==> src/dp_cfg_pkg.sv <==
// datapath sizes and types; inputs to the adder must already be below Q_MOD, NUM_COEF is 2**IDX_WIDTH
package dp_cfg_pkg;

    ////////////////////////////////////////////////////////////////////////////
    // store geometry
    ////////////////////////////////////////////////////////////////////////////
    localparam int COE_WIDTH     = 39;
    localparam int ADDR_WIDTH    = 4;                        // 16 rows per bank
    localparam int NUM_BASE_BANK = 8;                        // banks per poly
    localparam int LOG_NUM_BANK  = 3;                        // bank select width
    localparam int NUM_POLY      = 3;                        // polys per polyvec
    localparam int NUM_BANK      = NUM_BASE_BANK * NUM_POLY; // 24
    localparam int IDX_WIDTH     = ADDR_WIDTH + LOG_NUM_BANK;
    localparam int NUM_COEF      = NUM_BASE_BANK * (1 << ADDR_WIDTH); // 128 per poly

    // modulus 2^39 - 7
    localparam logic [COE_WIDTH-1:0] Q_MOD = 39'h7F_FFFF_FFF9;

    ////////////////////////////////////////////////////////////////////////////
    // pipeline depths
    ////////////////////////////////////////////////////////////////////////////
    localparam int PSUM_DELAY = 2;                       // external psum buffer latency
    localparam int ADD_DELAY  = 1;                       // adder output register
    localparam int WB_DELAY   = PSUM_DELAY + ADD_DELAY;  // address to write-back

    ////////////////////////////////////////////////////////////////////////////
    // bundles
    ////////////////////////////////////////////////////////////////////////////
    typedef logic [COE_WIDTH-1:0] coe_t;

    // one coefficient per poly, poly 0 in the low bits
    typedef coe_t [NUM_POLY-1:0] lane_vec_t;

    // axi bank write, bank b belongs to poly b / NUM_BASE_BANK
    typedef struct packed {
        logic [NUM_BANK-1:0]                      we;    // per bank mask
        logic [NUM_BASE_BANK-1:0][ADDR_WIDTH-1:0] addr;  // row, shared across polys
        coe_t [NUM_BASE_BANK-1:0]                 data;  // shared across polys
    } axi_wr_t;

    // accumulated result toward the psum buffer
    typedef struct packed {
        logic                 we;
        logic [IDX_WIDTH-1:0] idx;   // linear coefficient index
        lane_vec_t            data;
    } madd_wr_t;

endpackage

==> src/dp_ctrl_pkg.sv <==
// madd sequencer encodings; flush length follows the write-back depth of the datapath
package dp_ctrl_pkg;

    // sequencer states, reset lands in MS_DONE (nothing pending)
    typedef enum logic [1:0] {
        MS_IDLE  = 2'd0,   // loaded, waiting for start
        MS_RUN   = 2'd1,   // issuing addresses
        MS_FLUSH = 2'd2,   // pipeline draining
        MS_DONE  = 2'd3    // result complete, waiting for swap
    } madd_state_t;

    // cycles from last issue until the last write-back leaves
    localparam int FLUSH_CYCLES = dp_cfg_pkg::WB_DELAY;
    localparam int FLUSH_CNT_W  = $clog2(FLUSH_CYCLES + 1);

endpackage

==> src/dp_madd_fsm.sv <==
// start is honoured only in idle; i_axi_done is a level and must drop after the swap it caused
`timescale 1ns/1ps

module dp_madd_fsm (
    input  logic clk,
    input  logic i_arst_n,
    input  logic i_madd_start,   // one cycle pulse
    input  logic i_axi_done,     // load set complete
    input  logic i_issue_last,   // counter is issuing the final index
    input  logic i_drained,      // final tag at write-back
    output logic o_run,
    output logic o_swap,
    output logic o_madd_done
);
    import dp_ctrl_pkg::*;

    madd_state_t            state_q;
    madd_state_t            state_d;
    logic [FLUSH_CNT_W-1:0] flush_cnt_q;   // cycles spent in flush
    logic                   flush_end;

    // drained and the count coincide; the count bounds the wait
    assign flush_end = i_drained || (flush_cnt_q == FLUSH_CNT_W'(FLUSH_CYCLES - 1));

    ////////////////////////////////////////////////////////////////////////////
    // next state
    ////////////////////////////////////////////////////////////////////////////
    always_comb begin
        state_d = state_q;
        case (state_q)
            MS_IDLE: begin
                if (i_madd_start) begin
                    state_d = MS_RUN;
                end
            end
            MS_RUN: begin
                if (i_issue_last) begin   // 128th address this cycle
                    state_d = MS_FLUSH;
                end
            end
            MS_FLUSH: begin
                if (flush_end) begin
                    state_d = MS_DONE;
                end
            end
            MS_DONE: begin
                if (i_axi_done) begin     // swap now, new set ready
                    state_d = MS_IDLE;
                end
            end
            default: state_d = MS_DONE;
        endcase
    end

    always_ff @(posedge clk or negedge i_arst_n) begin
        if (!i_arst_n) begin
            state_q     <= MS_DONE;   // nothing pending after reset
            flush_cnt_q <= '0;
        end else begin
            state_q <= state_d;
            if (state_q == MS_FLUSH) begin
                flush_cnt_q <= flush_cnt_q + 1'b1;
            end else begin
                flush_cnt_q <= '0;
            end
        end
    end

    assign o_run       = (state_q == MS_RUN);
    assign o_madd_done = (state_q == MS_DONE);
    assign o_swap      = (state_q == MS_DONE) && i_axi_done;   // roles flip on next edge

endmodule

==> config.mk <==
export PLATFORM = sky130hd
export DESIGN_NAME = dp_madd_fsm
export DESIGN_NICKNAME = d
export VERILOG_FILES = /design/src/dp_cfg_pkg.sv /design/src/dp_ctrl_pkg.sv /design/src/dp_madd_fsm.sv
export SDC_FILE = /design/constraint.sdc
export NUM_CORES = 1
export LEC_CHECK = 0
export ABC_CLOCK_PERIOD_IN_PS = 1650
export BUFFER_PORTS_ARGS = -buffer_cell sky130_fd_sc_hd__buf_2
export CAP_MARGIN = 10
export CORE_AREA = 2 2 39 41
export CTS_BUF_LIST = sky130_fd_sc_hd__clkbuf_8 sky130_fd_sc_hd__clkbuf_16
export DETAILED_ROUTE_END_ITERATION = 10
export DIE_AREA = 0 0 41 43
export PLACE_DENSITY = 0.48
export SETUP_SLACK_MARGIN = 0.5
export SLEW_MARGIN = 25
export SYNTH_ARGS = -nofsm -noshare
export SYNTH_HDL_FRONTEND = slang
export SYNTH_SLANG_ARGS = --single-unit
==> constraint.sdc <==
create_clock -name clk -period 1.65 [get_ports clk]
set_input_delay 0.165 -clock clk [delete_from_list [all_inputs] [get_ports clk]]
set_output_delay 0.165 -clock clk [all_outputs]
set_load 0.01 [all_outputs]
### Word-level counts from Yosys, hierarchy flattened

Index checks and enable logic that the tools add are counted.

* multiplexer cells: 6
* $add $sub $neg: 1
* reductions and logical operators: 4
* equal/unequal tests: 8

Operator list (count)
* $mux 2: 5
* $ne 2x2->1 const B: 4
* $pmux 2 s4: 1
* $eq 2x2->1 const B: 3
* $reduce_and 4->1: 1
* $add 2x1->2 const B: 1
* $eq 2x1->1 const B: 1
* $logic_not 2->1: 1
* $logic_and 1x1->1: 1
* $logic_or 1x1->1: 1

* register bits: 4
* output and inout bits: 3
* input port bits: 6
* logic and storage cells: 21

### Depth between registers and ports, before layout

* depth after elaboration: 4
* mapped depth: 5
* gate-level depth less buffers: 5

### Least setup slack after synthesis

OpenSTA, ideal clock, no wires.

* kind: register to register
* from: register state_q[0]
* to: register state_q[1]
* arrival time: 1594 ps
* period minus slack after synthesis: 1678 ps
* path buffers: 0
* library setup time: 85 ps
* cell stages (with the launch flop): 6
* required time: 1565 ps
* path slack: -28 ps
* path through: dfstp_2 > inv_1 > ha_1 > nor2b_1 > a2111oi_4 > mux2_1

* word-level cells in the longest chain between the ends: 3
* elaborated cells between the ends (all ways): 10
* those cells by class: 7 x eq/ne; 1 x mux; 2 x reduce/logical

Ends and longest elaborated chain
* start: declaration: line dp_madd_fsm.sv:17 `madd_state_t state_q;`
* start signal: assignment: line dp_madd_fsm.sv:60 `state_q <= state_d;`
* $eq 2x2->1, or another cell as far along: line dp_madd_fsm.sv:30 `case (state_q)`
* $ne 2x2->1 (no source line)
* $reduce_and 4->1 (no source line)

Several ways; a longest one is shown, not always the timed one.
A chain may end at the register's enable or synchronous reset.

### Worst setup path in the final report

Same ends and word-level chain as after synthesis.

==> flow_summary.ini <==
[pwr]
switching_share = 0.337
power.total_mw = 1.05
powerDensity_nw_per_um2 = 2070
internal_power_uw = 695
pwr-share-seq = 0.184
p_leak_nw = 0.235
p_switching_uw = 353
combinationalPowerShare = 0.613
pwr-share-clk = 0.203
ir_drop_v = 0.000614

[run_status]
status = complete, no violations

[worst_setup_path]
cp-start-kind = flop
required_ns = 1.79
cp.arrival_ns = 1.79
worstPathMaxFanout = 2
worst_setup_path_end_kind = flop
crit_type = reg2reg

[route]
drc = 0
drt-total-wl_um = 639
wl_per_cell_um = 11.0
ant_nets = 0
viasPerCell = 3.95
drt-pass1-iter-count = 1
first_iter_violations = 0
vias = 229

[final_layout]
post_route_cells_drive_above_1_share = 0.690
final_util = 0.365
fillCellCount = 140
area_growth_pct = 80.4
instances_no_fill = 58
nets = 54
num_antenna_cells = 0

[placed_design]
portBuffers = 8
dp_cells = 50
gp_congestion = 0.672
preCtsSetupSlack_ns = -0.0161

[synth]
avgSynthCellArea_um2 = 11.7
synth_seq_cells = 4
synthesis.nets = 35
yosysTopAreaCell = ha_1
synth.most_common_cell = ha_1
synth.top_cell.area_share = 0.223
synth_warnings = 0
seq_area_frac_synth = 0.366
syn_inst = 24
netlist_top_cells_count = 5 x ha_1, 4 x inv_1, 4 x nor2b_1
ys_types = 12
ys_top_cells_by_area = ha_1 22%, dfstp_2 19%, dfrtp_1 18%
ys.flop_type = dfstp_2
synth_edf_count = 0
async_reset_ff_frac = 1.00
syn_area_um2 = 280

[cts]
clock_sinks = 4
clockBufferDepth = 2
cts_tree = yes
clk_pin_slew_worst_paths_ns = 0.03
root_buffer = clkbuf_8
numCtsBuffers = 3
h-tree-depth = 1
insertion_delay_ns = 0.22

[timing]
hold_viol = 0
rsz0062_at_grt = true
whs_ns = 0.278
period_needed_ns = 1.65
slew_headroom = 0.788
worst-slew-pin-transition_ns = 0.318
finalSetupViolations = 0
fin_skew_ns = 0.00191
fin_crit_sh = 1.00
fmax_ghz = 0.606
setup_ws_ns = 0.000719
final_max_slew_viol_count = 0

[floorplanning]
io_pins = 9
fp.dieW_um = 41
core-area_um2 = 1380
die_h_um = 43
start_util = 0.203
num_rows = 14
die_area_um2 = 1760

[global_route]
antenna_found_initial = 0
grt_pass1_vias = 261
grt-ovfl-total = 0
grt_pass1_wl_um = 1100
grt_start_max_net_pins = 5
grtUsageTotal = 0.0977

[flow_run]
maxCapViolations = 0

[hold_path]
hold_path.class = in2async
## flip-flops by register name (all words and copies together), names as in the netlist
name,flops
flush_cnt_q,2
state_q,2
## area by class of cell
| cell class | count | area, um^2 | share of cell area |
|---|---|---|---|
| Sequential cell | 4 | 103 | 0.203 |
| Inverter | 4 | 17.5 | 0.0347 |
| Timing Repair Buffer | 14 | 93.8 | 0.186 |
| Clock inverter | 1 | 3.75 | 0.00743 |
| Multi-Input combinational cell | 16 | 226 | 0.448 |
| Clock buffer | 3 | 41.3 | 0.0817 |
| Tap cell | 16 | 20.0 | 0.0396 |
## layout by cell type, fill, tap and decap left out
cell type	Yosys	final
nor2b_1	4	2
buf_4	0	5
buf_2	0	7
dfstp_2	2	2
inv_4	0	1
buf_6	0	1
a2bb2oi_2	0	1
nor2_1	1	1
inv_1	4	3
ha_1	5	2
dfrtp_1	2	2
mux2_4	0	1
dlygate4sd3_1	0	1
a21oi_1	1	1
nor2b_4	0	1
clkbuf_8	0	3
ha_4	0	3
a2111oi_4	1	1
nor3b_4	0	1
inv_2	0	1
and2_1	1	1
nor2b_2	0	1
## kinds of logic after synthesis
group	share of synthesized area
buffers and inverters	0.0536
flip-flops	0.366
AND/OR/NAND/NOR	0.170
adder cells (fa/ha/maj)	0.223
AO/OA/AOI/OAI	0.147
multiplexers	0.0402
## worst paths after layout
path	startpoint	endpoint	slack (ns)	cells after the start
max	state_q[0]	state_q[1]	0.0007	5
min	i_arst_n	flush_cnt_q[0]	0.28	2
max reg2reg	state_q[0]	state_q[1]	0.0007	5
min reg2reg	flush_cnt_q[0]	flush_cnt_q[0]	0.43	1
max in group asynchronous	i_arst_n	state_q[0]	1.17	2
min in group clk	i_issue_last	state_q[0]	0.35	4
## power groups by stage
stage                     registers, mW  logic, mW  clock network, mW
after detailed placement          0.199      0.413                  0
after CTS                         0.188      0.555              0.219
after global placement            0.198      0.401                  0
final                             0.193      0.643              0.213
after global routing              0.199      0.703              0.226
after floorplan                   0.200      0.293                  0
## stage by stage
step | area (um^2) | TNS, ns
after floorplan | 299 | 0
after global placement | 374 | 0
after detailed placement | 374 | -0.0161
after CTS | 479 | 0
after global routing | 505 | -0.0276
final | 505 | 0
## routing by layer
layer	wire length [um]	global-route usage	vias up
met5	0	0	-
met4	0	0.0800	0
met3	42	0.0314	0
met2	365	0.153	6
met1	231	0.0974	109
li1	-	-	114
## critical path, cell delays in order (launching register included)
cell and delay, ns:
dfstp_2 0.54, inv_4 0.05, ha_4 0.15, nor2b_4 0.12, a2111oi_4 0.37, mux2_4 0.33
## what timing repair did
action | CTS | global route
endpoints found under the setup margin | 5 | 6
pin swaps | 2 | 2
hold buffers | 1 | 0
gates resized for setup | 9 | 3
setup buffers | 1 | 2
hold endpoints to repair | 4 | 0
Note: power is estimated with default switching activity, not from simulation.
