### config.mk
export PLATFORM = sky130hd
export DESIGN_NAME = dp_addr_counter
export DESIGN_NICKNAME = d
export VERILOG_FILES = /design/src/dp_cfg_pkg.sv /design/src/dp_addr_counter.sv
export SDC_FILE = /design/constraint.sdc
export NUM_CORES = 1
export LEC_CHECK = 0
export BUFFER_PORTS_ARGS = -buffer_cell sky130_fd_sc_hd__buf_2
export CAP_MARGIN = 20
export CORE_MARGIN = 1
export CORE_UTILIZATION = 50
export CTS_BUF_LIST = sky130_fd_sc_hd__clkbuf_8
export DETAILED_ROUTE_END_ITERATION = 12
export GPL_ROUTABILITY_DRIVEN = 0
export PLACE_DENSITY = 0.88
export REMOVE_ABC_BUFFERS = 1
export SYNTH_ARGS = -nofsm -noshare
export SYNTH_HDL_FRONTEND = slang
export SYNTH_SLANG_ARGS = --single-unit
### constraint.sdc
create_clock -name clk -period 1.2 [get_ports clk]
set_clock_uncertainty 0.15 [all_clocks]
set_input_delay 0.24 -clock clk [delete_from_list [all_inputs] [get_ports clk]]
set_output_delay 0.24 -clock clk [all_outputs]
set_load 0.005 [all_outputs]
### src/dp_cfg_pkg.sv
// datapath sizes and types; inputs to the adder must already be below Q_MOD, NUM_COEF is 2**IDX_WIDTH
package dp_cfg_pkg;

    ////////////////////////////////////////////////////////////////////////////
    // store geometry
    ////////////////////////////////////////////////////////////////////////////
    localparam int COE_WIDTH     = 39;
    localparam int ADDR_WIDTH    = 4;                        // 16 rows per bank
    localparam int NUM_BASE_BANK = 8;                        // banks per poly
    localparam int LOG_NUM_BANK  = 3;                        // bank select width
    localparam int NUM_POLY      = 3;                        // polys per polyvec
    localparam int NUM_BANK      = NUM_BASE_BANK * NUM_POLY; // 24
    localparam int IDX_WIDTH     = ADDR_WIDTH + LOG_NUM_BANK;
    localparam int NUM_COEF      = NUM_BASE_BANK * (1 << ADDR_WIDTH); // 128 per poly

    // modulus 2^39 - 7
    localparam logic [COE_WIDTH-1:0] Q_MOD = 39'h7F_FFFF_FFF9;

    ////////////////////////////////////////////////////////////////////////////
    // pipeline depths
    ////////////////////////////////////////////////////////////////////////////
    localparam int PSUM_DELAY = 2;                       // external psum buffer latency
    localparam int ADD_DELAY  = 1;                       // adder output register
    localparam int WB_DELAY   = PSUM_DELAY + ADD_DELAY;  // address to write-back

    ////////////////////////////////////////////////////////////////////////////
    // bundles
    ////////////////////////////////////////////////////////////////////////////
    typedef logic [COE_WIDTH-1:0] coe_t;

    // one coefficient per poly, poly 0 in the low bits
    typedef coe_t [NUM_POLY-1:0] lane_vec_t;

    // axi bank write, bank b belongs to poly b / NUM_BASE_BANK
    typedef struct packed {
        logic [NUM_BANK-1:0]                      we;    // per bank mask
        logic [NUM_BASE_BANK-1:0][ADDR_WIDTH-1:0] addr;  // row, shared across polys
        coe_t [NUM_BASE_BANK-1:0]                 data;  // shared across polys
    } axi_wr_t;

    // accumulated result toward the psum buffer
    typedef struct packed {
        logic                 we;
        logic [IDX_WIDTH-1:0] idx;   // linear coefficient index
        lane_vec_t            data;
    } madd_wr_t;

endpackage

### src/dp_addr_counter.sv
// one index per cycle while i_run is high; the tag line assumes a write-back path that never stalls
`timescale 1ns/1ps

module dp_addr_counter (
    input  logic                           clk,
    input  logic                           i_arst_n,
    input  logic                           i_run,
    output logic [dp_cfg_pkg::IDX_WIDTH-1:0] o_idx,         // read index, banks and psum buffer
    output logic                           o_issue_last,
    output logic                           o_wb_we,
    output logic [dp_cfg_pkg::IDX_WIDTH-1:0] o_wb_idx,
    output logic                           o_drained      // last tag at write-back
);
    import dp_cfg_pkg::*;

    // tag riding alongside each index
    typedef struct packed {
        logic                 vld;
        logic                 last;
        logic [IDX_WIDTH-1:0] idx;
    } wb_tag_t;

    logic [IDX_WIDTH-1:0]      idx_q;
    wb_tag_t                   tag_in;
    wb_tag_t [WB_DELAY-1:0]    tag_q;    // [0] newest, [WB_DELAY-1] at write-back

    assign o_issue_last = i_run && (idx_q == IDX_WIDTH'(NUM_COEF - 1));

    ////////////////////////////////////////////////////////////////////////////
    // issue side
    ////////////////////////////////////////////////////////////////////////////
    always_ff @(posedge clk or negedge i_arst_n) begin
        if (!i_arst_n) begin
            idx_q <= '0;
        end else if (o_issue_last) begin
            idx_q <= '0;                 // ready for next run
        end else if (i_run) begin
            idx_q <= idx_q + 1'b1;
        end
    end

    assign o_idx = idx_q;

    ////////////////////////////////////////////////////////////////////////////
    // write-back tag line
    ////////////////////////////////////////////////////////////////////////////
    assign tag_in = '{vld: i_run, last: o_issue_last, idx: idx_q};

    always_ff @(posedge clk or negedge i_arst_n) begin
        if (!i_arst_n) begin
            tag_q <= '0;
        end else begin
            tag_q <= {tag_q[WB_DELAY-2:0], tag_in};   // several indices in flight
        end
    end

    assign o_wb_we   = tag_q[WB_DELAY-1].vld;
    assign o_wb_idx  = tag_q[WB_DELAY-1].idx;
    assign o_drained = tag_q[WB_DELAY-1].vld && tag_q[WB_DELAY-1].last;

endmodule

## Word-level counts from Yosys, hierarchy flattened

Index checks and enable logic that the tools add are counted.
Widths: inputs -> output; s select.

- Bits in registers: 34
- Word-level logic and storage cells: 17

- $add $sub $neg: 1
- Equal/unequal tests: 1
- Multiplexer cells: 2
- Reductions and logical operators: 3

Operators with widths:

| cell | number |
|---|---|
| $mux 7 | 2 |
| $add 7x1->7 const B | 1 |
| $eq 7x7->1 const B | 1 |
| $logic_and 1x1->1 | 2 |
| $reduce_bool 2->1 | 1 |

## Depth between registers and ports, before layout

- Depth after elaboration: 3
- Depth in mapped cells: 4
- Mapped depth without buffers: 3

## Worst setup path before layout

No wires, ideal clock.

- Path type: register -> register
- From: register idx_q[0], in the netlist o_idx[0]
- To: register idx_q[5], in the netlist o_idx[5]
- Setup time: 126 ps
- Arrival time: 1069 ps
- Data required time: 924 ps
- Path slack: -145 ps
- Stages on the path, launching flop included: 4
- Period minus slack after synthesis: 1345 ps
- Path through: dfrtp_1 > ha_1 > nand3_2 > a221o_1

- Cells in the longest elaborated chain, start to end: 3
- Elaborated cells on any way between the ends: 6

Ends and longest elaborated chain:

| element | line | text |
|---|---|---|
| start: declaration | dp_addr_counter.sv:23 | `logic [IDX_WIDTH-1:0] idx_q;` |
| start signal: assignment | dp_addr_counter.sv:38 | `idx_q <= idx_q + 1'b1;` |
| $add 7x1->7 or $eq 7x7->1 (tied branches) | dp_addr_counter.sv:38, dp_addr_counter.sv:27 |  |
| $mux 7 or $logic_and 1x1->1 (tied branches) | dp_addr_counter.sv:37, dp_addr_counter.sv:27 |  |
| $mux 7 or $reduce_bool 2->1 (tied branches) | -- |  |

Parallel ways exist; a longest one is shown, timed or not. The select of a mux whose other input is x is not followed.
A chain may end at the register's enable or synchronous reset.

## Final worst setup path

- From: register idx_q[5], in the netlist o_idx[5]
- To: output o_issue_last

- Cells in the longest elaborated chain, start to end: 2

Ends and longest elaborated chain:

| element | line | text |
|---|---|---|
| $eq 7x7->1 | dp_addr_counter.sv:27 | `assign o_issue_last = i_run && (idx_q == IDX_WIDTH'(NUM_COEF - 1));` |
| $logic_and 1x1->1 | dp_addr_counter.sv:27 |  |
| end: declaration | dp_addr_counter.sv:9 | `output logic o_issue_last,` |

No other way between the ends.

==> out/metrics.yaml <==
status: "complete, but fails checks"
violations: "setup timing"
antenna_cells: 0
drc: 0
swShare_pct: 26.9
drive_gt1_share_pct: 55.0
hold_depth: 1
clock_latency_ns: 0.28
synthCells: 65
p_int_mw: 3.07
required_ns: 0.81
grt_max_degree: 35
max-cap-violations: 0
ys_types: 20
finalCritPeriodShare_pct: 132
drtAntennaViolNets: 0
fin_nets: 112
slew_headroom_pct: 83.9
cts_buffers: 5
dp_hpwl_um: 1120
pwr_density_cell_nw_per_um2: 2700
met3_usage_pct: 6.92
maxSlewViolCount: 0
grt_pass1_vias: 673
crit_arrival_ns: 1.19
clock-sinks: 34
p_leak_nw: 0.715
drt-total-wl_um: 2000
clkPwrFrac_pct: 22.4
grtUsageTotal_pct: 20.1
finalSetupViolCount: 13
synthToLayoutAreaGrowth_pct: 44.6
peakVddDrop_v: 0.00208
ys_seq_elements: 34
drtPass1Iterations: 4
seq_power_share_pct: 42.6
r2r_start: "o_idx[5]"
io_buffers: 19
core_area_um2: 2000
max_freq_ghz: 0.634
viasPerCell: 4.88
grt_antenna_before_repair: 0
p_sw_mw: 1.13
worstHoldStart: "i_run"
h-tree-depth: 2
dr_total_vias: 664
wl_per_cell_um: 14.7
die_h_um: 48.4
syn_area_um2: 1080
path_class: "reg2out"
hold_class: "in2reg"
crit_path_start_kind: "register"
worst_slack_ns: -0.378
reg2reg_depth: 5
rsz0062_at_grt: "yes"
worst_slew_pin_slew_ns: 0.239
cts.clk_slew.worst_paths_ns: 0.06
tritoncts: "built"
grtUsageMet1_pct: 19.4
synth_area_per_cell_um2: 16.6
max-clock-path-buffers: 2
power_mw: 4.20
hold_viol_final: 0
die_area_um2: 2340
period_minus_slack_ns: 1.58
r2r_end: "o_idx[5]"
yosysSeqAreaShare_pct: 79.0
gr-total-overflow: 0
end_kind: "output port"
start_util_pct: 53.8
num_rows: 16
drt_iter0_drc: 11
cts_root_buffer: "clkbuf_8"
combPwrFrac_pct: 35.0
io_pins: 20
top_usage_layer: "met2"
fp.dieW_um: 48.4
yosysWarnings: 0
dp_cells: 115
stdcell_count: 136
grtUsageMet2_pct: 33.8
rrSetupSlack_ns: -0.34
cp_max_fo: 2
holdPathEnd: "tag_q[8]"
grt_pass1_wl_um: 3140
[per-stage QoR]
step | util [%] | setup TNS [ns] | setup WS, ns | area (µm²) | hold slack, ns
finish | 77.8 | -2.84 | -0.378 | 1560 | 0.00912
global route | 77.8 | -3.21 | -0.405 | 1560 | 0.00651
CTS | 76.1 | -2.27 | -0.332 | 1520 | 0.000100
detailed placement | 62.5 | -0.985 | -0.235 | 1250 | 0.0568
global placement | 62.5 | -0.423 | -0.147 | 1250 | 0.0546
floorplan | - | -0.427 | -0.145 | 1020 | -0.206
[worst max-delay path: stages (launching register included)]
cell and delay [ns]:
dfrtp_1 0.39, and3_4 0.22, nand3_4 0.09, nor2_4 0.10, buf_2 0.11
[cell type report]
cell class / instances / area (µm²)
clock buffers: 8 / 110
well taps: 27 / 33.8
repair buffers: 44 / 350
fillers: 113 / 444
multi-input cells: 23 / 211
flip-flops and latches: 34 / 852
[flip-flops by register name, indices dropped and copies added (netlist names)]
name,flops
o_idx,7
tag_q,19
o_wb_idx,7
o_wb_we,1
[Yosys cell counts (all sizes together)]
cell	number	area share [%]
dfrtp	34	79
buf	8	5.3
nand4	3	1.7
xnor2	3	2.4
and2	2	1.2
nand2	2	0.70
nand3	2	1.4
a221o	1	0.93
a311o	1	0.93
and3	1	0.58
ha	1	1.2
mux2	1	1.0
nor2	1	0.35
nor2b	1	0.58
nor3	1	0.46
nor3b	1	0.70
o21a	1	0.70
xor2	1	0.81
[cell usage in the layout (no fill, tap or decap)]
master,netlist,routed
ha_4,0,1
a311o_1,1,1
nor2b_1,1,1
and3_4,0,1
xor2_1,1,1
nand4_1,3,3
buf_12,0,1
nand3_4,0,1
mux2_2,1,1
dlygate4sd3_1,0,1
dfrtp_2,0,1
nor2_4,0,1
buf_2,1,16
o21a_1,1,1
nor3_1,1,1
buf_6,0,12
nor3b_1,1,1
nand2_2,0,1
dfrtp_1,34,33
and2_1,2,1
nand2_1,2,1
a221o_1,1,1
buf_4,7,14
clkbuf_8,0,8
xnor2_1,3,3
nand3_2,1,1
and2_4,0,1
[power by group through the flow]
| stage | Sequential, mW | Clock [mW] | Combinational [mW] |
|---|---|---|---|
| 2_1_floorplan | 1.85 | 0 | 0.246 |
| 3_3_place_gp | 1.77 | 0 | 0.857 |
| 3_5_place_dp | 1.81 | 0 | 0.896 |
| 4_1_cts | 1.78 | 0.966 | 1.37 |
| 5_1_grt | 1.83 | 1.01 | 1.57 |
| 6_report | 1.79 | 0.943 | 1.47 |
[metal layers]
| layer | vias to the layer above | share of wire (%) |
|---|---|---|
| met3 | 10 | 5.5 |
| met1 | 322 | 38 |
| li1 | 299 | - |
| met4 | 0 | 4.8 |
| met5 | - | 0 |
| met2 | 33 | 52 |
[logic make-up (layout without fill, tap and decap cells)]
group | Yosys count | in the layout | share of synthesized area [%]
AO/OA/AOI/OAI | 3 | 3 | 2.56
XOR/XNOR | 4 | 4 | 3.25
adder cells (fa/ha/maj) | 1 | 1 | 1.16
buffers and inverters | 8 | 52 | 5.34
flip-flops | 34 | 34 | 79.0
multiplexers | 1 | 1 | 1.05
AND/OR/NAND/NOR | 14 | 14 | 7.67
[what timing repair did]
action                                 4_1_cts  5_1_grt
hold buffers                                 1        0
resized for setup                           19        3
setup endpoints to repair                   16       16
pin swaps                                    8        6
buffers inserted                            10        4
endpoints found under the hold margin       34        0
[how the worst max path moves through the flow]
stage	cells after the start	end	slack [ns]	from
after floorplan	3	o_idx[5]	-0.14	o_idx[0]
after global placement	4	o_issue_last	-0.15	o_idx[0]
after detailed placement	4	o_issue_last	-0.24	o_idx[0]
after CTS	4	o_issue_last	-0.33	o_idx[4]
after global routing	4	o_issue_last	-0.41	o_idx[5]
final	4	o_issue_last	-0.38	o_idx[5]
No activity file was read; power rests on OpenSTA's default activity.
