**config.mk**
```make
export PLATFORM = sky130hd
export DESIGN_NAME = dp_mod_add
export DESIGN_NICKNAME = d
export VERILOG_FILES = /design/src/dp_cfg_pkg.sv /design/src/dp_mod_add.sv
export SDC_FILE = /design/constraint.sdc
export NUM_CORES = 1
export LEC_CHECK = 0
export ABC_AREA = 1
export ABC_CLOCK_PERIOD_IN_PS = 800
export BUFFER_PORTS_ARGS = -buffer_cell sky130_fd_sc_hd__clkbuf_2
export CAP_MARGIN = 20
export CORE_MARGIN = 2
export CORE_UTILIZATION = 55
export CTS_CLUSTER_SIZE = 16
export DETAILED_ROUTE_END_ITERATION = 12
export PLACE_DENSITY_LB_ADDON = 0.12
export SLEW_MARGIN = 20
export SYNTH_ARGS = -nofsm -noshare
export SYNTH_HDL_FRONTEND = slang
export SYNTH_SLANG_ARGS = --single-unit
export TNS_END_PERCENT = 100
```
**constraint.sdc**
```tcl
create_clock -name clk -period 0.8 [get_ports clk]
set_input_delay 0 -clock clk [delete_from_list [all_inputs] [get_ports clk]]
set_output_delay 0 -clock clk [all_outputs]
set_load 0.005 [all_outputs]
```
**src/dp_cfg_pkg.sv**
```systemverilog
// datapath sizes and types; inputs to the adder must already be below Q_MOD, NUM_COEF is 2**IDX_WIDTH
package dp_cfg_pkg;

    ////////////////////////////////////////////////////////////////////////////
    // store geometry
    ////////////////////////////////////////////////////////////////////////////
    localparam int COE_WIDTH     = 39;
    localparam int ADDR_WIDTH    = 4;                        // 16 rows per bank
    localparam int NUM_BASE_BANK = 8;                        // banks per poly
    localparam int LOG_NUM_BANK  = 3;                        // bank select width
    localparam int NUM_POLY      = 3;                        // polys per polyvec
    localparam int NUM_BANK      = NUM_BASE_BANK * NUM_POLY; // 24
    localparam int IDX_WIDTH     = ADDR_WIDTH + LOG_NUM_BANK;
    localparam int NUM_COEF      = NUM_BASE_BANK * (1 << ADDR_WIDTH); // 128 per poly

    // modulus 2^39 - 7
    localparam logic [COE_WIDTH-1:0] Q_MOD = 39'h7F_FFFF_FFF9;

    ////////////////////////////////////////////////////////////////////////////
    // pipeline depths
    ////////////////////////////////////////////////////////////////////////////
    localparam int PSUM_DELAY = 2;                       // external psum buffer latency
    localparam int ADD_DELAY  = 1;                       // adder output register
    localparam int WB_DELAY   = PSUM_DELAY + ADD_DELAY;  // address to write-back

    ////////////////////////////////////////////////////////////////////////////
    // bundles
    ////////////////////////////////////////////////////////////////////////////
    typedef logic [COE_WIDTH-1:0] coe_t;

    // one coefficient per poly, poly 0 in the low bits
    typedef coe_t [NUM_POLY-1:0] lane_vec_t;

    // axi bank write, bank b belongs to poly b / NUM_BASE_BANK
    typedef struct packed {
        logic [NUM_BANK-1:0]                      we;    // per bank mask
        logic [NUM_BASE_BANK-1:0][ADDR_WIDTH-1:0] addr;  // row, shared across polys
        coe_t [NUM_BASE_BANK-1:0]                 data;  // shared across polys
    } axi_wr_t;

    // accumulated result toward the psum buffer
    typedef struct packed {
        logic                 we;
        logic [IDX_WIDTH-1:0] idx;   // linear coefficient index
        lane_vec_t            data;
    } madd_wr_t;

endpackage

```
**src/dp_mod_add.sv**
```systemverilog
// single conditional subtract; both operands must already be below Q_MOD
`timescale 1ns/1ps

module dp_mod_add (
    input  logic                  clk,
    input  logic                  i_arst_n,
    input  dp_cfg_pkg::lane_vec_t i_coef,   // stored coefficient per poly
    input  dp_cfg_pkg::lane_vec_t i_psum,   // partial sum per poly
    output dp_cfg_pkg::lane_vec_t o_sum     // registered, one cycle
);
    import dp_cfg_pkg::*;

    logic [NUM_POLY-1:0][COE_WIDTH:0] sum_raw;   // carry bit kept
    logic [NUM_POLY-1:0][COE_WIDTH:0] sum_sub;
    lane_vec_t                        sum_red;

    ////////////////////////////////////////////////////////////////////////////
    // lanes
    ////////////////////////////////////////////////////////////////////////////
    always_comb begin
        for (int p = 0; p < NUM_POLY; p++) begin
            sum_raw[p] = {1'b0, i_coef[p]} + {1'b0, i_psum[p]};
            sum_sub[p] = sum_raw[p] - {1'b0, Q_MOD};
            // a + b < 2Q so one subtract is enough
            if (sum_raw[p] >= {1'b0, Q_MOD}) begin
                sum_red[p] = sum_sub[p][COE_WIDTH-1:0];
            end else begin
                sum_red[p] = sum_raw[p][COE_WIDTH-1:0];
            end
        end
    end

    always_ff @(posedge clk or negedge i_arst_n) begin
        if (!i_arst_n) begin
            o_sum <= '0;
        end else begin
            o_sum <= sum_red;   // ADD_DELAY stage
        end
    end

endmodule

```
==> results of run 1 <==
per-layer routing:
metal	overflow	track usage
met3	1	0.662
met2	30	0.922
met5	1	0.510
met1	3	0.768
met4	29	0.714
cells in the mapped netlist (3+ instances only):
| cell type | number | area share |
|---|---|---|
| a21o_1 | 3 | 0.0013 |
| a21oi_1 | 100 | 0.028 |
| a31oi_1 | 6 | 0.0021 |
| and2_1 | 6 | 0.0021 |
| buf_2 | 5 | 0.0014 |
| buf_6 | 12 | 0.0076 |
| dfrtp_1 | 117 | 0.17 |
| fa_1 | 3 | 0.0034 |
| ha_1 | 123 | 0.087 |
| inv_1 | 534 | 0.11 |
| inv_2 | 10 | 0.0021 |
| nand2_1 | 1340 | 0.28 |
| nand2_2 | 27 | 0.0095 |
| nand3_1 | 228 | 0.064 |
| nand3_2 | 15 | 0.0085 |
| nand3b_1 | 33 | 0.014 |
| nand4_1 | 49 | 0.017 |
| nor2_1 | 371 | 0.079 |
| nor2_2 | 25 | 0.0088 |
| nor2_4 | 4 | 0.0025 |
| nor3_1 | 43 | 0.012 |
| nor3b_1 | 3 | 0.0013 |
| nor4_1 | 6 | 0.0021 |
| o21ai_0 | 92 | 0.026 |
| o21ai_1 | 6 | 0.0017 |
| o21bai_1 | 11 | 0.0047 |
| xnor2_1 | 14 | 0.0069 |
| xor2_1 | 67 | 0.033 |
| xor2_2 | 6 | 0.0055 |
per-stage QoR:
step,worst slack [ps],hold slack [ps]
after floorplan,-1580,-296
after global placement,-2060,20.7
after detailed placement,-2130,34.0
after CTS,-1420,6.67
cell families after synthesis:
logic type	Yosys count	share of synthesized area
flops	117	0.165
simple gates	2156	0.507
buf+inv	568	0.126
xor+xnor	87	0.0455
compound gates	222	0.0657
fa+ha+maj	126	0.0902
timing repair:
action	4_1_cts
pin swaps	163
setup endpoints to repair	234
hold buffers	1
resized for setup	553
endpoints found under the hold margin	117
setup buffers	66
gates cloned	16
==> reports/metrics.cfg, run 1 <==
[synth]
avgSynthCellArea_sq_um = 5.41
ys_seq_elements = 117
ys_seq_area_frac = 0.165
synth_ff_type = dfrtp_1
ys_async_sr_fraction = 1.00
synth_edf_count = 0
syn_area_sq_um = 17700
syn_inst = 3276
syn_nets = 3638
yosysWarnings = 0
synth_cell_type_count = 41

[clock_tree]
cts-root-buf = clkbuf_16
clock_path_buffers = 2
htree_num_levels = 4
cts.sinks = 117
cts_made_buffers = 17

[floorplan]
initial_utilization = 0.561
io_pins = 353
fp.dieH_microns = 184
rows = 65
die_w_microns = 184

[grt]
grt_pass1_wl_microns = 198000
grt_pass1_vias = 33300
gr-total-overflow = 64
grt_use_total = 0.774
grt_start_max_net_pins = 64

[status]
firstError = [ERROR GRT-0116] Global routing finished with congestion. Check the congestion regions in the DRC Viewer.
status = did not finish
stop_stage = global routing (5_1_grt)

[placement]
hpwl_microns = 61700
postPlaceCellArea_sq_um = 25200
dp_cells = 4681
globalplace.congestion = 1.19
port_buffers = 352

==> run 2, diff against run 1 <==
--- a/config.mk
+++ b/config.mk
@@ -10,10 +10,9 @@
 export BUFFER_PORTS_ARGS = -buffer_cell sky130_fd_sc_hd__clkbuf_2
 export CAP_MARGIN = 20
 export CORE_MARGIN = 2
-export CORE_UTILIZATION = 55
-export CTS_CLUSTER_SIZE = 16
+export CORE_UTILIZATION = 40
 export DETAILED_ROUTE_END_ITERATION = 12
-export PLACE_DENSITY_LB_ADDON = 0.12
+export PLACE_DENSITY_LB_ADDON = 0.15
 export SLEW_MARGIN = 20
 export SYNTH_ARGS = -nofsm -noshare
 export SYNTH_HDL_FRONTEND = slang
==> reports/metrics.cfg, run 2 <==
[status]
status = finished with violations  ; was did not finish
violations = hold timing, setup timing

[final_layout]
drive_above_1_share = 0.467
num-fill-cells = 3735
top_regs = o_sum (117)
areaGrowthSynthToFinish_pct = 77.0
nets = 4784
final-seq-area_sq_um = 2930
final_cell_mix = 1,006 x nand2_1, 732 x buf_4, 511 x inv_1, 341 x clkbuf_2, 286 x nand2_2
multi_input_area_sq_um = 16600
final_common_cell = nand2_1
largest_register_ffs = 117
regMostFlops = o_sum
final_area_sq_um = 31400
fin_cells = 5027
diodes = 0

[floorplan]
rows = 77  ; was 65
io_pins = 353  ; unchanged
die-area_sq_um = 46000
fp.dieH_microns = 215  ; was 184 microns
initial_utilization = 0.403  ; was 0.561
core-area_sq_um = 44000
die_w_microns = 215  ; was 184 microns

[grt]
grt_start_max_net_pins = 34
grt_pass1_wl_microns = 115000
grt_pass1_vias = 23300
gr-total-overflow = 0
grt_use_total = 0.310
grt_antenna_before_repair = 0

[synth]
synthTopCellsByCount = 1,340 x nand2_1, 534 x inv_1, 371 x nor2_1  ; unchanged
synth_top_area_share = 0.284  ; unchanged
yosys.area.top_type = nand2_1  ; unchanged
ys_seq_area_frac = 0.165  ; unchanged
yosysWarnings = 0  ; unchanged
synth_cell_type_count = 41  ; unchanged
syn_nets = 3638  ; unchanged
yosysMostFrequentCell = nand2_1  ; unchanged
synth_edf_count = 0  ; unchanged
synth_ff_type = dfrtp_1  ; unchanged
ys_seq_elements = 117  ; unchanged
syn_inst = 3276  ; unchanged
ys_async_sr_fraction = 1.00  ; unchanged
avgSynthCellArea_sq_um = 5.41  ; unchanged
synth_area_leaders = nand2_1 28%, dfrtp_1 17%, inv_1 11%  ; unchanged
syn_area_sq_um = 17700  ; unchanged

[placement]
dp_slack_ps = -2020  ; was -2130 ps
globalplace.congestion = 0.982  ; was 1.19
hpwl_microns = 59600  ; was 61,700 microns
dp_cells = 4878  ; was 4,681
port_buffers = 352  ; unchanged
postPlaceCellArea_sq_um = 25500  ; was 25,200 sq um

[routing]
routed_wl_microns = 76800
ant_nets = 0
drtIter0Drc = 1673
routedWlPerCell_microns = 15.3
firstDrtPassIters = 6
drc = 0
vias = 24700
via_per_inst = 4.91

[timing]
slew-limit-headroom = 0.585
period_needed_ps = 2320
rsz0062_at_grt = true
slew_viol_final = 0
fin_crit_sh = 2.90
hold_violations = 13
fmax_mhz = 431
setup_ws_ps = -1520
fin_hold_ws_ps = -39.4
tightest_slew_ps = 621
finalSetupViolations = 234

[clock_tree]
cts_tree = built
htree_num_levels = 4  ; unchanged
cts_hold_buf = 1  ; unchanged
clkTransAtPathRegs_ps = 60
clock_path_buffers = 2  ; unchanged
cts-root-buf = clkbuf_16  ; unchanged
cts_made_buffers = 17  ; unchanged
cts.sinks = 117  ; unchanged

[worst_hold_path]
hold_end = o_sum[78]
holdPathStages = 4
min_from = i_coef[78]
hold_class = in2reg

[job]
max_cap_viol_count = 0

[power_and_ir_drop]
netSwitchingPower_mw = 19.7
internal-power_mw = 25.6
fin_total_pwr_mw = 45.3
comb_power_share = 0.646
max-vdd-ir-drop_mv = 1.48
pwr-share-seq = 0.177
clkPwrFrac = 0.177
netSwitchingFraction = 0.435
p_per_area_nw_per_um2 = 1440
leakage_nw = 16.9

[setup_path]
endpoint_kind = flip-flop
critical_path_class = in2reg
required_ps = 1160
startpoint_type = input pin
worstPathMaxFanout = 8
arrival_ps = 2680
startpoint = i_psum[0]

[run 2: worst max-delay path by stage]
stage / end / cells past startpoint / slack, ps
detailed placement: o_sum[73] / 24 / -2020
floorplan: o_sum[37] / 20 / -1580
finish: o_sum[0] / 19 / -1520
global route: o_sum[41] / 24 / -1610
global placement: o_sum[94] / 21 / -1990
CTS: o_sum[5] / 20 / -1370
[run 2: power groups by stage]
stage / Combinational [mW] / Sequential (mW) / Clock [mW]
detailed placement: 22.3 / 8.11 / 0
finish: 29.3 / 8.02 / 8.01
global placement: 22.2 / 8.11 / 0
floorplan: 10.7 / 7.88 / 0
global route: 31.6 / 8.07 / 8.46
CTS: 25.2 / 8.01 / 8.09
[run 2: cell families (layout without fill, tap and decap cells)]
group	Yosys count	in the layout	share of synthesized area
XOR/XNOR	87	87	0.0455
adder cells (fa/ha/maj)	126	126	0.0902
AO/OA/AOI/OAI	222	222	0.0657
AND/OR/NAND/NOR	2156	2158	0.507
buffers and inverters	568	1725	0.126
flip-flops	117	117	0.165
[run 2: per-stage QoR]
step	util	setup TNS (ps)
floorplan	-	-177420
global placement	0.580	-221380
detailed placement	0.580	-225120
CTS	0.650	-172420
global route	0.713	-194870
finish	0.713	-178930
[run 2: area by class of cell]
cell class,count,share of cell area
Multi-Input combinational cell,2593,0.530
Timing Repair Buffer,1144,0.266
Sequential cell,117,0.0933
Inverter,546,0.0666
Tap cell,592,0.0236
Clock buffer,18,0.0137
Clock inverter,14,0.00558
Timing Repair inverter,3,0.000917
[run 2: worst max-delay path, cell delays in order]
cell and delay (ps):
buf_8 100, ha_4 170, fa_2 580, inv_2 60, ha_4 160, inv_4 60, nor2_4 40, nor2_4 130
nand3_4 110, nor2_4 130, nand3_2 110, nor2_4 130, nand3_2 100, nand2_2 90, nand2_4 70, nand2_8 150
buf_12 170, buf_8 140, xor2_1 160
[run 2: metal layers]
metal | vias to the layer above | share of wire | track usage
met2 | 797 | 0.47 | 0.534
met4 | 0 | 0.033 | 0.0873
li1 | 12400 | - | -
met3 | 170 | 0.056 | 0.0301
met1 | 11300 | 0.44 | 0.413
met5 | - | 0 | 0
[run 2: repair_timing]
item                       in CTS  in global routing
hold endpoints to repair      118                  3
pin swaps                     112                230
setup buffers                  67                 36
cloned                         11                 14
gates resized for setup       387                664
setup endpoints to repair     234                234
No activity file was read; power rests on OpenSTA's default activity.
